File: src/CorePkg.sv
package CorePkg;

	parameter int XLEN = 32;
	parameter int RegNumWidth = 5;

	// Next-pc selection
	typedef enum logic [1:0] {
		PcStep = 2'd0, // Fall through to pc + 4
		PcJump = 2'd1, // Branch or jump target
		PcHold = 2'd2 // Only right after reset
	} PcOp;

	// Major opcodes implemented by the core
	typedef enum logic [6:0] {
		OpLoad = 7'b0000011,
		OpImm = 7'b0010011,
		OpAuipc = 7'b0010111,
		OpStore = 7'b0100011,
		OpReg = 7'b0110011,
		OpLui = 7'b0110111,
		OpBranch = 7'b1100011,
		OpJalr = 7'b1100111,
		OpJal = 7'b1101111
	} Opcode;

	// ALU func3 codes
	localparam logic [2:0] F3Add = 3'b000; // add, sub, addi
	localparam logic [2:0] F3Sll = 3'b001;
	localparam logic [2:0] F3Slt = 3'b010;
	localparam logic [2:0] F3Sltu = 3'b011;
	localparam logic [2:0] F3Xor = 3'b100;
	localparam logic [2:0] F3Srl = 3'b101; // srl and sra
	localparam logic [2:0] F3Or = 3'b110;
	localparam logic [2:0] F3And = 3'b111;

	// Branch func3 codes
	localparam logic [2:0] F3Beq = 3'b000;
	localparam logic [2:0] F3Bne = 3'b001;
	localparam logic [2:0] F3Blt = 3'b100;
	localparam logic [2:0] F3Bge = 3'b101;
	localparam logic [2:0] F3Bltu = 3'b110;
	localparam logic [2:0] F3Bgeu = 3'b111;

	typedef struct packed {
		logic [6:0] func7;
		logic [4:0] rs2;
		logic [4:0] rs1;
		logic [2:0] func3;
		logic [4:0] rd;
		Opcode opcode;
	} RType;

	typedef struct packed {
		logic [11:0] imm;
		logic [4:0] rs1;
		logic [2:0] func3;
		logic [4:0] rd;
		Opcode opcode;
	} IType;

	typedef struct packed {
		logic [6:0] immHi;
		logic [4:0] rs2;
		logic [4:0] rs1;
		logic [2:0] func3;
		logic [4:0] immLo;
		Opcode opcode;
	} SType;

	typedef struct packed {
		logic imm12;
		logic [5:0] imm10to5;
		logic [4:0] rs2;
		logic [4:0] rs1;
		logic [2:0] func3;
		logic [3:0] imm4to1;
		logic imm11;
		Opcode opcode;
	} BType;

	typedef struct packed {
		logic [19:0] imm; // Upper 20 bits of the result
		logic [4:0] rd;
		Opcode opcode;
	} UType;

	typedef struct packed {
		logic imm20;
		logic [9:0] imm10to1;
		logic imm11;
		logic [7:0] imm19to12;
		logic [4:0] rd;
		Opcode opcode;
	} JType;

	// One instruction word, six ways to read it
	typedef union packed {
		RType rType;
		IType iType;
		SType sType;
		BType bType;
		UType uType;
		JType jType;
	} InstrWord;

	typedef struct packed {
		logic valid;
		Opcode opcode;
		logic [2:0] func3;
		logic [6:0] func7;
		logic [XLEN-1:0] operand0; // rs1 after forwarding
		logic [XLEN-1:0] operand1; // rs2 after forwarding
		logic [XLEN-1:0] imm;
		logic [XLEN-1:0] pc;
		logic [RegNumWidth-1:0] rd; // Zero when nothing is written
	} DecodeOut;

	typedef struct packed {
		logic isLoad;
		logic isStore;
		logic [RegNumWidth-1:0] rd;
		logic [XLEN-1:0] result; // ALU result or memory address
		logic [XLEN-1:0] storeData;
	} MemStage;

	typedef struct packed {
		logic enable;
		logic [RegNumWidth-1:0] rd;
		logic [XLEN-1:0] data;
	} WriteBack;

	typedef enum logic [1:0] {
		FwdNone = 2'd0,
		FwdExec = 2'd1,
		FwdMem = 2'd2,
		FwdWb = 2'd3
	} FwdSel;

endpackage

File: src/Decode.sv
`timescale 1ns/10ps
module Decode #(
	parameter int XLEN = CorePkg::XLEN
) (
	input logic clk,
	input logic reset,
	input CorePkg::InstrWord instr,
	input logic [XLEN-1:0] pc,
	input logic flush,
	input CorePkg::FwdSel fwdSel0,
	input CorePkg::FwdSel fwdSel1,
	input logic [XLEN-1:0] execResult,
	input logic [XLEN-1:0] memResult,
	input logic [XLEN-1:0] wbResult,
	output logic [CorePkg::RegNumWidth-1:0] regNum0,
	output logic [CorePkg::RegNumWidth-1:0] regNum1,
	input logic [XLEN-1:0] regReadData0,
	input logic [XLEN-1:0] regReadData1,
	output CorePkg::DecodeOut decodeOut
);

	import CorePkg::*;

	Opcode opcode;
	logic [XLEN-1:0] imm;
	logic [RegNumWidth-1:0] rd;
	logic [XLEN-1:0] operand0;
	logic [XLEN-1:0] operand1;

	function automatic logic [XLEN-1:0] pickOperand(
		input FwdSel sel,
		input logic [XLEN-1:0] regData,
		input logic [XLEN-1:0] exData,
		input logic [XLEN-1:0] meData,
		input logic [XLEN-1:0] wbData
	);
		case (sel)
			FwdExec:
				return exData;
			FwdMem:
				return meData;
			FwdWb:
				return wbData;
			default:
				return regData;
		endcase
	endfunction

	assign opcode = instr.rType.opcode;
	assign regNum0 = instr.rType.rs1;
	assign regNum1 = instr.rType.rs2;

	// Immediate format follows the opcode
	always_comb
	begin
		case (opcode)
			OpImm, OpJalr, OpLoad:
				imm = {{(XLEN-12){instr.iType.imm[11]}}, instr.iType.imm};
			OpStore:
				imm = {{(XLEN-12){instr.sType.immHi[6]}}, instr.sType.immHi, instr.sType.immLo};
			OpBranch:
				imm = {{(XLEN-12){instr.bType.imm12}}, instr.bType.imm11,
					instr.bType.imm10to5, instr.bType.imm4to1, 1'b0};
			OpLui, OpAuipc:
				imm = XLEN'({instr.uType.imm, 12'b0});
			OpJal:
				imm = {{(XLEN-20){instr.jType.imm20}}, instr.jType.imm19to12,
					instr.jType.imm11, instr.jType.imm10to1, 1'b0};
			default:
				imm = '0;
		endcase
	end

	// Stores and branches carry rd zero so nothing downstream writes
	always_comb
	begin
		case (opcode)
			OpReg, OpImm, OpLui, OpAuipc, OpJal, OpJalr, OpLoad:
				rd = instr.rType.rd;
			default:
				rd = '0;
		endcase
	end

	assign operand0 = pickOperand(fwdSel0, regReadData0, execResult, memResult, wbResult);
	assign operand1 = pickOperand(fwdSel1, regReadData1, execResult, memResult, wbResult);

	always_ff @(posedge clk)
	begin
		decodeOut.opcode <= opcode;
		decodeOut.func3 <= instr.rType.func3;
		decodeOut.func7 <= instr.rType.func7;
		decodeOut.operand0 <= operand0;
		decodeOut.operand1 <= operand1;
		decodeOut.imm <= imm;
		decodeOut.pc <= pc;
		decodeOut.rd <= rd;
		if (reset)
			decodeOut.valid <= 1'b0;
		else
			decodeOut.valid <= !flush; // Squash the wrong-path fetch
	end

endmodule

File: src/Execute.sv
`timescale 1ns/10ps
module Execute #(
	parameter int XLEN = CorePkg::XLEN
) (
	input logic clk,
	input logic reset,
	input CorePkg::DecodeOut decodeOut,
	input logic [XLEN-1:0] memReadData,
	output logic [XLEN-1:0] memAddr,
	output logic [XLEN-1:0] memWriteData,
	output logic memWrite,
	output logic memRead,
	output CorePkg::PcOp pcOp,
	output logic [XLEN-1:0] pcWriteData,
	output logic flush,
	output logic [XLEN-1:0] execResult,
	output logic [XLEN-1:0] memResult,
	output logic [CorePkg::RegNumWidth-1:0] execRd,
	output logic [CorePkg::RegNumWidth-1:0] memRd,
	output CorePkg::WriteBack writeBack
);

	import CorePkg::*;

	localparam int ShiftWidth = $clog2(XLEN);

	logic [XLEN-1:0] aluB;
	logic [XLEN-1:0] aluOut;
	logic [XLEN-1:0] result;
	logic [XLEN-1:0] linkAddr;
	logic [XLEN-1:0] jalrSum;
	logic [ShiftWidth-1:0] shamt;
	logic isRegOp;
	logic branchTrue;
	logic taken;
	logic pcRun; // Low for one cycle after reset
	MemStage memStage;

	assign isRegOp = decodeOut.opcode == OpReg;
	assign aluB = isRegOp ? decodeOut.operand1 : decodeOut.imm;
	assign shamt = aluB[ShiftWidth-1:0];
	assign linkAddr = decodeOut.pc + XLEN'(4);
	assign jalrSum = decodeOut.operand0 + decodeOut.imm;

	always_comb
	begin
		case (decodeOut.func3)
			F3Add:
				if (isRegOp && decodeOut.func7[5])
					aluOut = decodeOut.operand0 - aluB; // sub
				else
					aluOut = decodeOut.operand0 + aluB;
			F3Sll:
				aluOut = decodeOut.operand0 << shamt;
			F3Slt:
				aluOut = XLEN'($signed(decodeOut.operand0) < $signed(aluB));
			F3Sltu:
				aluOut = XLEN'(decodeOut.operand0 < aluB);
			F3Xor:
				aluOut = decodeOut.operand0 ^ aluB;
			F3Srl:
				if (decodeOut.func7[5])
					aluOut = $signed(decodeOut.operand0) >>> shamt; // sra, srai
				else
					aluOut = decodeOut.operand0 >> shamt;
			F3Or:
				aluOut = decodeOut.operand0 | aluB;
			F3And:
				aluOut = decodeOut.operand0 & aluB;
			default:
				aluOut = '0;
		endcase
	end

	always_comb
	begin
		case (decodeOut.opcode)
			OpLui:
				result = decodeOut.imm;
			OpAuipc:
				result = decodeOut.pc + decodeOut.imm;
			OpJal, OpJalr:
				result = linkAddr;
			OpLoad, OpStore:
				result = jalrSum; // Effective address
			default:
				result = aluOut;
		endcase
	end

	always_comb
	begin
		case (decodeOut.func3)
			F3Beq:
				branchTrue = decodeOut.operand0 == decodeOut.operand1;
			F3Bne:
				branchTrue = decodeOut.operand0 != decodeOut.operand1;
			F3Blt:
				branchTrue = $signed(decodeOut.operand0) < $signed(decodeOut.operand1);
			F3Bge:
				branchTrue = $signed(decodeOut.operand0) >= $signed(decodeOut.operand1);
			F3Bltu:
				branchTrue = decodeOut.operand0 < decodeOut.operand1;
			F3Bgeu:
				branchTrue = decodeOut.operand0 >= decodeOut.operand1;
			default:
				branchTrue = 1'b0;
		endcase
	end

	assign taken = decodeOut.valid && (decodeOut.opcode == OpJal || decodeOut.opcode == OpJalr
		|| (decodeOut.opcode == OpBranch && branchTrue));

	always_ff @(posedge clk)
	begin
		if (reset)
			pcRun <= 1'b0;
		else
			pcRun <= 1'b1;
	end

	assign pcOp = !pcRun ? PcHold : (taken ? PcJump : PcStep);
	assign pcWriteData = (decodeOut.opcode == OpJalr) ? {jalrSum[XLEN-1:1], 1'b0}
		: decodeOut.pc + decodeOut.imm;
	assign flush = taken || !pcRun; // Held pc must not decode twice

	assign execResult = result;
	assign execRd = decodeOut.valid ? decodeOut.rd : '0;

	always_ff @(posedge clk)
	begin
		memStage.result <= result;
		memStage.storeData <= decodeOut.operand1;
		if (reset)
		begin
			memStage.isLoad <= 1'b0;
			memStage.isStore <= 1'b0;
			memStage.rd <= '0;
		end
		else
		begin
			memStage.isLoad <= decodeOut.valid && decodeOut.opcode == OpLoad;
			memStage.isStore <= decodeOut.valid && decodeOut.opcode == OpStore;
			memStage.rd <= execRd;
		end
	end

	// Data port, memory answers in the same cycle
	assign memAddr = memStage.result;
	assign memWriteData = memStage.storeData;
	assign memWrite = memStage.isStore;
	assign memRead = memStage.isLoad;
	assign memResult = memStage.isLoad ? memReadData : memStage.result;
	assign memRd = memStage.rd;

	always_ff @(posedge clk)
	begin
		writeBack.data <= memResult;
		if (reset)
		begin
			writeBack.enable <= 1'b0;
			writeBack.rd <= '0;
		end
		else
		begin
			writeBack.enable <= memStage.rd != '0;
			writeBack.rd <= memStage.rd;
		end
	end

endmodule

File: src/Forward.sv
`timescale 1ns/10ps
module Forward (
	input logic [CorePkg::RegNumWidth-1:0] regNum0,
	input logic [CorePkg::RegNumWidth-1:0] regNum1,
	input logic [CorePkg::RegNumWidth-1:0] execRd, // Zero when stage is empty
	input logic [CorePkg::RegNumWidth-1:0] memRd,
	input logic [CorePkg::RegNumWidth-1:0] wbRd,
	output CorePkg::FwdSel fwdSel0,
	output CorePkg::FwdSel fwdSel1
);

	import CorePkg::*;

	// Youngest producer wins
	function automatic FwdSel pickSource(
		input logic [RegNumWidth-1:0] srcNum,
		input logic [RegNumWidth-1:0] exNum,
		input logic [RegNumWidth-1:0] meNum,
		input logic [RegNumWidth-1:0] wbNum
	);
		if (srcNum == '0)
			return FwdNone; // x0 needs no bypass
		else if (srcNum == exNum)
			return FwdExec;
		else if (srcNum == meNum)
			return FwdMem;
		else if (srcNum == wbNum)
			return FwdWb; // Register write lands at the end of this cycle
		else
			return FwdNone;
	endfunction

	assign fwdSel0 = pickSource(regNum0, execRd, memRd, wbRd);
	assign fwdSel1 = pickSource(regNum1, execRd, memRd, wbRd);

endmodule

File: src/PcCounter.sv
`timescale 1ns/10ps
module PcCounter #(
	parameter int XLEN = CorePkg::XLEN
) (
	input logic clk,
	input logic reset,
	input CorePkg::PcOp pcOp,
	input logic [XLEN-1:0] pcWriteData,
	output logic [XLEN-1:0] pc
);

	import CorePkg::*;

	logic [XLEN-1:0] pcNext;

	always_comb
	begin
		case (pcOp)
			PcStep:
				pcNext = pc + XLEN'(4); // Sequential fetch
			PcJump:
				pcNext = pcWriteData; // Redirect from execute
			PcHold:
				pcNext = pc;
			default:
				pcNext = pc;
		endcase
	end

	always_ff @(posedge clk)
	begin
		if (reset)
			pc <= '0; // Boot address
		else
			pc <= pcNext;
	end

endmodule

File: src/RegsFile.sv
`timescale 1ns/10ps
module RegsFile #(
	parameter int XLEN = CorePkg::XLEN
) (
	input logic clk,
	input logic reset,
	input logic [CorePkg::RegNumWidth-1:0] regNum0,
	input logic [CorePkg::RegNumWidth-1:0] regNum1,
	output logic [XLEN-1:0] regReadData0,
	output logic [XLEN-1:0] regReadData1,
	input CorePkg::WriteBack writeBack
);

	import CorePkg::*;

	localparam int RegCount = 2 ** RegNumWidth;

	logic [XLEN-1:0] regs [RegCount];

	always_ff @(posedge clk)
	begin
		if (reset)
		begin
			for (int i = 0; i < RegCount; i++)
				regs[i] <= '0;
		end
		else if (writeBack.enable && writeBack.rd != '0)
			regs[writeBack.rd] <= writeBack.data; // x0 is never written
	end

	// Asynchronous read, x0 hardwired to zero
	assign regReadData0 = (regNum0 == '0) ? '0 : regs[regNum0];
	assign regReadData1 = (regNum1 == '0) ? '0 : regs[regNum1];

endmodule

File: src/RiscCore.sv
`timescale 1ns/10ps
module RiscCore #(
	parameter int XLEN = CorePkg::XLEN
) (
	input logic clk,
	input logic reset,
	output logic [XLEN-1:0] pc,
	input logic [31:0] instr, // From instruction ROM, same cycle
	output logic [XLEN-1:0] memAddr,
	output logic [XLEN-1:0] memWriteData,
	output logic memWrite,
	output logic memRead,
	input logic [XLEN-1:0] memReadData
);

	import CorePkg::*;

	PcOp pcOp;
	logic [XLEN-1:0] pcWriteData;
	logic flush;
	logic [RegNumWidth-1:0] regNum0;
	logic [RegNumWidth-1:0] regNum1;
	logic [XLEN-1:0] regReadData0;
	logic [XLEN-1:0] regReadData1;
	FwdSel fwdSel0;
	FwdSel fwdSel1;
	logic [XLEN-1:0] execResult;
	logic [XLEN-1:0] memResult;
	logic [RegNumWidth-1:0] execRd;
	logic [RegNumWidth-1:0] memRd;
	DecodeOut decodeOut;
	WriteBack writeBack;

	PcCounter #(.XLEN(XLEN)) i_PcCounter (
		.clk(clk), .reset(reset), .pcOp(pcOp), .pcWriteData(pcWriteData), .pc(pc)
	);

	RegsFile #(.XLEN(XLEN)) i_RegsFile (
		.clk(clk), .reset(reset), .regNum0(regNum0), .regNum1(regNum1),
		.regReadData0(regReadData0), .regReadData1(regReadData1), .writeBack(writeBack)
	);

	Forward i_Forward (
		.regNum0(regNum0), .regNum1(regNum1), .execRd(execRd), .memRd(memRd),
		.wbRd(writeBack.rd), .fwdSel0(fwdSel0), .fwdSel1(fwdSel1)
	);

	Decode #(.XLEN(XLEN)) i_Decode (
		.clk(clk), .reset(reset), .instr(instr), .pc(pc), .flush(flush),
		.fwdSel0(fwdSel0), .fwdSel1(fwdSel1), .execResult(execResult),
		.memResult(memResult), .wbResult(writeBack.data), .regNum0(regNum0),
		.regNum1(regNum1), .regReadData0(regReadData0), .regReadData1(regReadData1),
		.decodeOut(decodeOut)
	);

	Execute #(.XLEN(XLEN)) i_Execute (
		.clk(clk), .reset(reset), .decodeOut(decodeOut), .memReadData(memReadData),
		.memAddr(memAddr), .memWriteData(memWriteData), .memWrite(memWrite),
		.memRead(memRead), .pcOp(pcOp), .pcWriteData(pcWriteData), .flush(flush),
		.execResult(execResult), .memResult(memResult), .execRd(execRd), .memRd(memRd),
		.writeBack(writeBack)
	);

endmodule

File: config.mk
export PLATFORM = sky130hd
export DESIGN_NAME = RiscCore
export DESIGN_NICKNAME = d
export VERILOG_FILES = /design/src/CorePkg.sv /design/src/Decode.sv /design/src/Execute.sv /design/src/Forward.sv /design/src/PcCounter.sv /design/src/RegsFile.sv /design/src/RiscCore.sv
export SDC_FILE = /design/constraint.sdc
export NUM_CORES = 2
export LEC_CHECK = 0
export BUFFER_PORTS_ARGS = -buffer_cell sky130_fd_sc_hd__buf_2
export CORE_ASPECT_RATIO = 2
export CORE_MARGIN = 2
export CORE_UTILIZATION = 25
export DETAILED_ROUTE_END_ITERATION = 10
export SYNTH_ARGS = -nofsm -noshare
export SYNTH_HDL_FRONTEND = slang
export SYNTH_SLANG_ARGS = --single-unit
export TNS_END_PERCENT = 30
File: constraint.sdc
create_clock -name clk -period 5.6 [get_ports clk]
set_input_delay 1.12 -clock clk [delete_from_list [all_inputs] [get_ports clk]]
set_output_delay 1.12 -clock clk [all_outputs]
set_load 0.05 [all_outputs]
# Yosys cells after proc, flatten, opt, wreduce, memory -nomap -nowiden
# Memory sizes are Yosys's and may differ from the RTL's.
# Cells that the tools add are included.
[totals] reg_bits=292 latch_bits=0 mem_bits_rw=1024 romBits=0 in_bits=66 elab_cells=135 n_memories=1
[classes] add_sub_neg=6 mul=0 n_div=0 n_lt_le_gt_ge=6 eq_ne=39 shifts=3 n_mux=34 bitwise=3 reduce_logical=24
[mem_list] name="i_RegsFile.regs" depth=32 word_bits=32 rd=2 rd_ports_with_merged_regs=0 wr=32 line="RegsFile.sv:18" source="logic [XLEN-1:0] regs [RegCount];"
[ops] operator="two-way mux 32 bit" n=8
[ops] operator="one-hot mux 32 bit (8 select lines)" n=1
[ops] operator="one-hot mux 32 bit (3 select lines)" n=2
[ops] operator="one-hot mux 32 bit (5 select lines)" n=1
[ops] operator="less-than comparator 32 bit" n=4
[ops] operator="one-hot mux 32 bit (4 select lines)" n=1
[ops] operator="adder 32 bit" n=3
[ops] operator="adder 32 x 3 -> 32 bit (second input constant)" n=2
[ops] operator=">= comparator 32 bit" n=2
[ops] operator="one-hot mux 32 bit (2 select lines)" n=1
[ops] operator="equality test 7 x 6 -> 1 bit (second input constant)" n=6
[ops] operator="equality test 7 bit (second input constant)" n=6
[ops] operator="AND 32 bit" n=1
[ops] operator="equality test 32 bit" n=1
[ops] operator="!= test 32 bit" n=1
[ops] operator="OR 32 bit" n=1
[ops] operator="OR reduction 32 bit" n=1
[ops] operator="left shift 32 x 5 -> 32 bit" n=1
[ops] operator="right shift 32 x 5 -> 32 bit" n=1
[ops] operator=">>> shifter 32 x 5 -> 32 bit" n=1
[ops] operator="subtractor 32 bit" n=1
[ops] operator="XOR 32 bit" n=1
[ops] operator="equality test 5 bit" n=6
[ops] operator="equality test 7 x 5 -> 1 bit (second input constant)" n=3
[ops] operator="other kinds (21)" n=59

# Depth between registers and ports, before layout
[depth] word_depth=9 mapped_depth=20 ltp_nobuf=16

# Modules after synthesis
# From an unflattened synthesis, not the netlist that was laid out.
[unflattened] hier_cells=6763 area_unflattened_um2=80191.9
[modules_own_cells] module="RegsFile" n_inst=1 cells_each=3502 area_each_um2=54253.3 seq_area_each_um2=30749.5
[modules_own_cells] module="Execute" n_inst=1 cells_each=2605 area_each_um2=18252.5 seq_area_each_um2=2202.1
[modules_own_cells] module="Decode" n_inst=1 cells_each=319 area_each_um2=5148.7 seq_area_each_um2=3022.9
[modules_own_cells] module="PcCounter" n_inst=1 cells_each=275 area_each_um2=2104.5 seq_area_each_um2=640.6
[modules_own_cells] module="Forward" n_inst=1 cells_each=62 area_each_um2=432.9 seq_area_each_um2=0.0

# Worst setup path before layout
# OpenSTA, ideal clock, no wires.
[synth_path] path_kind="input port to flip-flop" startpoint="input port reset" endpoint="memory i_RegsFile.regs[29][0] (enable)" setup_ps=466 t_arrival_ps=4228 required_ps=5134 path_slack_ps=906 stages=5 path_buffers=2 cell_sequence="clkbuf_1 > nor2b_1 > nand3b_1 > clkbuf_1 > o21ai_0"
[synth_rtl] item="from (decl)" line="RiscCore.sv:6" source="input logic reset,"
[synth_rtl] item="to (decl)" line="RegsFile.sv:18"

# Final worst setup path
[layout_path] startpoint="register i_Decode.decodeOut[147] (netlist name)" endpoint="register i_Decode.decodeOut[98] (netlist name)"
[layout_between] elab_chain_len=7 elab_cells_between_ends=24 classes_between="2 x add/sub; 7 x eq/ne; 3 x shift; 6 x mux; 3 x bitwise; 3 x reduce/logical"
[layout_lines] item="equality test 7 x 6 -> 1 bit" line="Execute.sv:39" source="assign isRegOp = decodeOut.opcode == OpReg;"
[layout_lines] item="two-way mux 32 bit" line="Execute.sv:40" source="assign aluB = isRegOp ? decodeOut.operand1 : decodeOut.imm;"
[layout_lines] item="adder 32 bit, or another cell as far along" line="Execute.sv:52" source="aluOut = decodeOut.operand0 + aluB;"
[layout_lines] item="two-way mux 32 bit (on tied branches)" line="Execute.sv:49, Execute.sv:62"
[layout_lines] item="one-hot mux 32 bit (8 select lines)" line="Execute.sv:47" source="case (decodeOut.func3)"
[layout_lines] item="one-hot mux 32 bit (4 select lines) *" line="Execute.sv:77" source="case (decodeOut.opcode)"
[layout_lines] item="one-hot mux 32 bit (3 select lines) *" line="Decode.sv:37" source="case (sel)"
[layout_lines] item="named net i_Decode.operand1[29]" line="Decode.sv:28" source="logic [XLEN-1:0] operand1;"
# The timed path passes the listed nets; every way through them passes the cells marked *.
# A chain may end at the register's enable or synchronous reset.

==> flow_metrics.py <==
metrics = {
    "synthesis": {
        "yosysWarnings": 0,
        "synth_edf_count": 1024,
        "synth_cells": 6846,
        "syn_area_per_cell_um2": 11.8,
        "ys_async_sr_fraction_pct": 0,
        "synth_area_um2": 80700,
        "synth_cell_types": 115,
        "yosysSeqAreaShare_pct": 45.2,
        "synth-seq-cells": 1311,
        "ys.flop_type": "edfxtp_1",
    },
    "die": {
        "die_area_um2": 328000,
        "ios": 164,
        "die_w_um": 406,
        "fp.dieH_um": 808,
        "core_um2": 322000,
        "rows": 295,
        "start_util_pct": 25.1,
    },
    "routing": {
        "vias": 63800,
        "viasPerCell": 5.62,
        "routed_wl_mm": 355,
        "drt_iter0_drc": 10500,
        "dr.pass1.iters": 8,
        "drc_errors": 0,
        "route.antenna.remaining_nets": 0,
        "wl_per_cell_um": 31.2,
    },
    "clocking": {
        "clock_latency_ns": 0.83,
        "post_cts_buffers": 0,
        "cts_inserted_buffers": 139,
        "cts_tree": "yes",
        "root_buffer": "clkbuf_16",
        "clock-sinks": 1311,
        "cts_buffer_depth": 3,
        "clk_pin_slew_ns": 0.08,
        "cts.htree.levels": 4,
    },
    "cells_and_area": {
        "final_nets": 7176,
        "fillers": 33100,
        "layout_common_cells": "and2_1, edfxtp_1, mux4_2",
        "area_delta_synth_final_pct": 14.9,
        "drive_gt1_share_pct": 21.6,
        "layout_commonest_cell": "and2_1",
    },
    "sta": {
        "fin_tns_setup_ns": 0,
        "skew_ns": 0.0749,
        "fmax_ghz": 0.184,
        "rsz0062_at_grt": "no",
        "worst_hold_slack_ns": 0.310,
        "slew_violations": 0,
        "worstMarginPinSlew_ns": 1.48,
        "fin_crit_sh_pct": 97.0,
        "setup_violations": 0,
        "fin_crit_ns": 5.43,
        "hold_violations": 0,
        "slew_headroom_pct": 0.769,
    },
    "setup_path": {
        "cp_max_fo": 35,
        "cp.required_ns": 6.27,
        "worst_path_most_repeated_cell": "buf_4",
        "max_stage_delay_ns": 0.61,
        "crit_path_end_kind": "register",
        "critical_path_class": "reg2reg",
        "cp.arrival_ns": 6.10,
        "path_cells": "and3b_1 -> nand2_8 -> buf_4 -> nor2_1 -> a21o_1 -> inv_1 -> ha_1 -> a21oi_1 -> o31ai_1 -> a21o_1 -> a2111oi_0 -> o31ai_1 -> nand3_1 -> o221ai_1 -> nor3_2 -> buf_4 -> o22ai_1 -> buf_4 -> a211oi_1",
        "crit_path_start_kind": "register",
        "slowest_stage": "a2111oi_0",
    },
    "placed_design": {
        "dp_hpwl_mm": 249,
        "gp_congestion": 1.05,
        "portBuffers": 163,
    },
    "run_status": {
        "outcome": "finished, violations left",
        "violations": "capacitance limit",
    },
    "power": {
        "p_per_area_nw_per_um2": 289,
        "leakage_uw": 0.0339,
        "max-vdd-ir-drop_v": 0.000317,
    },
    "global_routing": {
        "grt_use_total_pct": 20.9,
        "grt_overflow_total": 0,
        "grt_pass1_wl_mm": 487,
        "grt_pass1_vias": 60000,
        "grt_max_degree": 63,
        "antenna_found_initial": 41,
    },
    "hold_path": {
        "hold_path.class": "reg2reg",
    },
    "job": {
        "max-cap-violations": 1,
    },
}
critical path: cells and delay by family (launching register included):
kind | cells | cell delay [ns]
compound gates | 9 | 2.29
fa+ha+maj | 1 | 0.41
buf+inv | 4 | 0.82
flops | 1 | 0.47
simple gates | 5 | 1.26
final timing paths:
path | startpoint | endpoint | slack [ns] | cells after the start
hold reg to reg | i_Decode.decodeOut[86]$_DFF_P_ | i_Execute.memWriteData[17]$_DFF_P_ | 0.31 | 0
setup / recovery | i_Decode.decodeOut[147]$_DFF_P_ | i_Decode.decodeOut[98]$_DFF_P_ | 0.17 | 19
setup reg to reg | i_Decode.decodeOut[147]$_DFF_P_ | i_Decode.decodeOut[98]$_DFF_P_ | 0.17 | 19
hold / removal | i_Decode.decodeOut[86]$_DFF_P_ | i_Execute.memWriteData[17]$_DFF_P_ | 0.31 | 0
cells in the mapped netlist, drive strengths merged (15+ instances only):
library cell  count  area [um^2]
a211oi          191         1450
a21o            100          751
a21oi           288         1450
a221o            16          160
a221oi           33          308
a22oi            20          150
a311oi           19          203
a31oi            39          259
and2           1033         6460
and3             47          304
buf             134          657
clkbuf          466         1750
dfxtp           287         5750
edfxtp         1024        30700
ha              188         2350
inv             208          781
mux2             15          169
mux2i           146         1470
mux4            646        14500
nand2           307         1170
nand2b           34          213
nand3           180          906
nand3b           16          133
nand4            34          213
nor2            396         1490
nor2b            32          200
nor3             70          365
nor4             23          159
o2111ai          16          140
o211ai           78          586
o21a             32          255
o21ai           299         1520
o21bai           20          150
o221ai           19          166
o22ai            37          231
o31ai            33          283
or3              15         93.8
xnor2            77          674
xor2             50          438
flip-flops by register name, indices dropped and copies added, names as in the netlist:
register / flops
i_Execute.memRead: 1
i_Execute.writeBack: 38
i_RegsFile.regs: 1024
i_Execute.memWriteData: 32
i_PcCounter.pc: 32
i_Execute.memRd: 5
i_Decode.decodeOut: 145
i_Execute.pcRun: 1
i_Execute.memWrite: 1
i_Execute.memAddr: 32
through the flow:
step | std cells | utilization (%) | setup slack [ns] | instance area, um^2 | power, uW
6_report | 11400 | 28.8 | 0.169 | 92800 | 26800
5_1_grt | 11300 | 28.8 | 0.0255 | 92700 | 27400
4_1_cts | 11300 | 28.8 | 0.165 | 92700 | 26600
3_5_place_dp | 11100 | 27.4 | 0.272 | 88300 | 17500
3_3_place_gp | 11100 | 27.4 | 0.318 | 88300 | 17500
2_1_floorplan | 6877 | - | 0.906 | 80900 | 14800
logic make-up (layout without fill, tap and decap cells):
group,Yosys count,after routing,share of synthesized area [%]
and+or+nand+nor,2239,2239,15.0
AOI/OAI and AO/OA,1360,1360,11.4
DFF,1311,1311,45.2
buffers and inverters,810,961,3.96
muxes,807,807,20.0
adders and majority gates,191,191,2.99
xor gates and xnor gates,127,127,1.38
other,1,53,0.00464
final cells by class:
type / instances / area (um^2) / share of cell area, %
Inverter: 210 / 790 / 0.851
Clock buffer: 185 / 3790 / 4.08
Tap cell: 4306 / 5390 / 5.81
Antenna cell: 21 / 52.6 / 0.0566
Timing Repair Buffer: 501 / 3760 / 4.06
Clock inverter: 65 / 689 / 0.743
Sequential cell: 1311 / 36500 / 39.3
Multi-Input combinational cell: 4756 / 41800 / 45.1
layer usage:
metal,GRT usage [%],wire (um),share of wire (%),vias to the layer above
li1,-,-,-,26100
met2,29.9,149000,42,4504
met3,5.92,45900,13,817
met1,29.1,141000,40,32400
met5,0,162,0.046,-
met4,9.63,19300,5.4,24
what timing repair did:
| item | 4_1_cts | 5_1_grt |
|---|---|---|
| setup endpoints to repair | 0 | 3 |
| resized for setup | 0 | 1 |
| hold buffers | 0 | 0 |
power breakdown:
part           internal, uW  switching [uW]
combinational          1880            3820
clock                  5140            4140
sequential            11000             839
total                 18000            8810
Power figures use the tool's default switching activity.
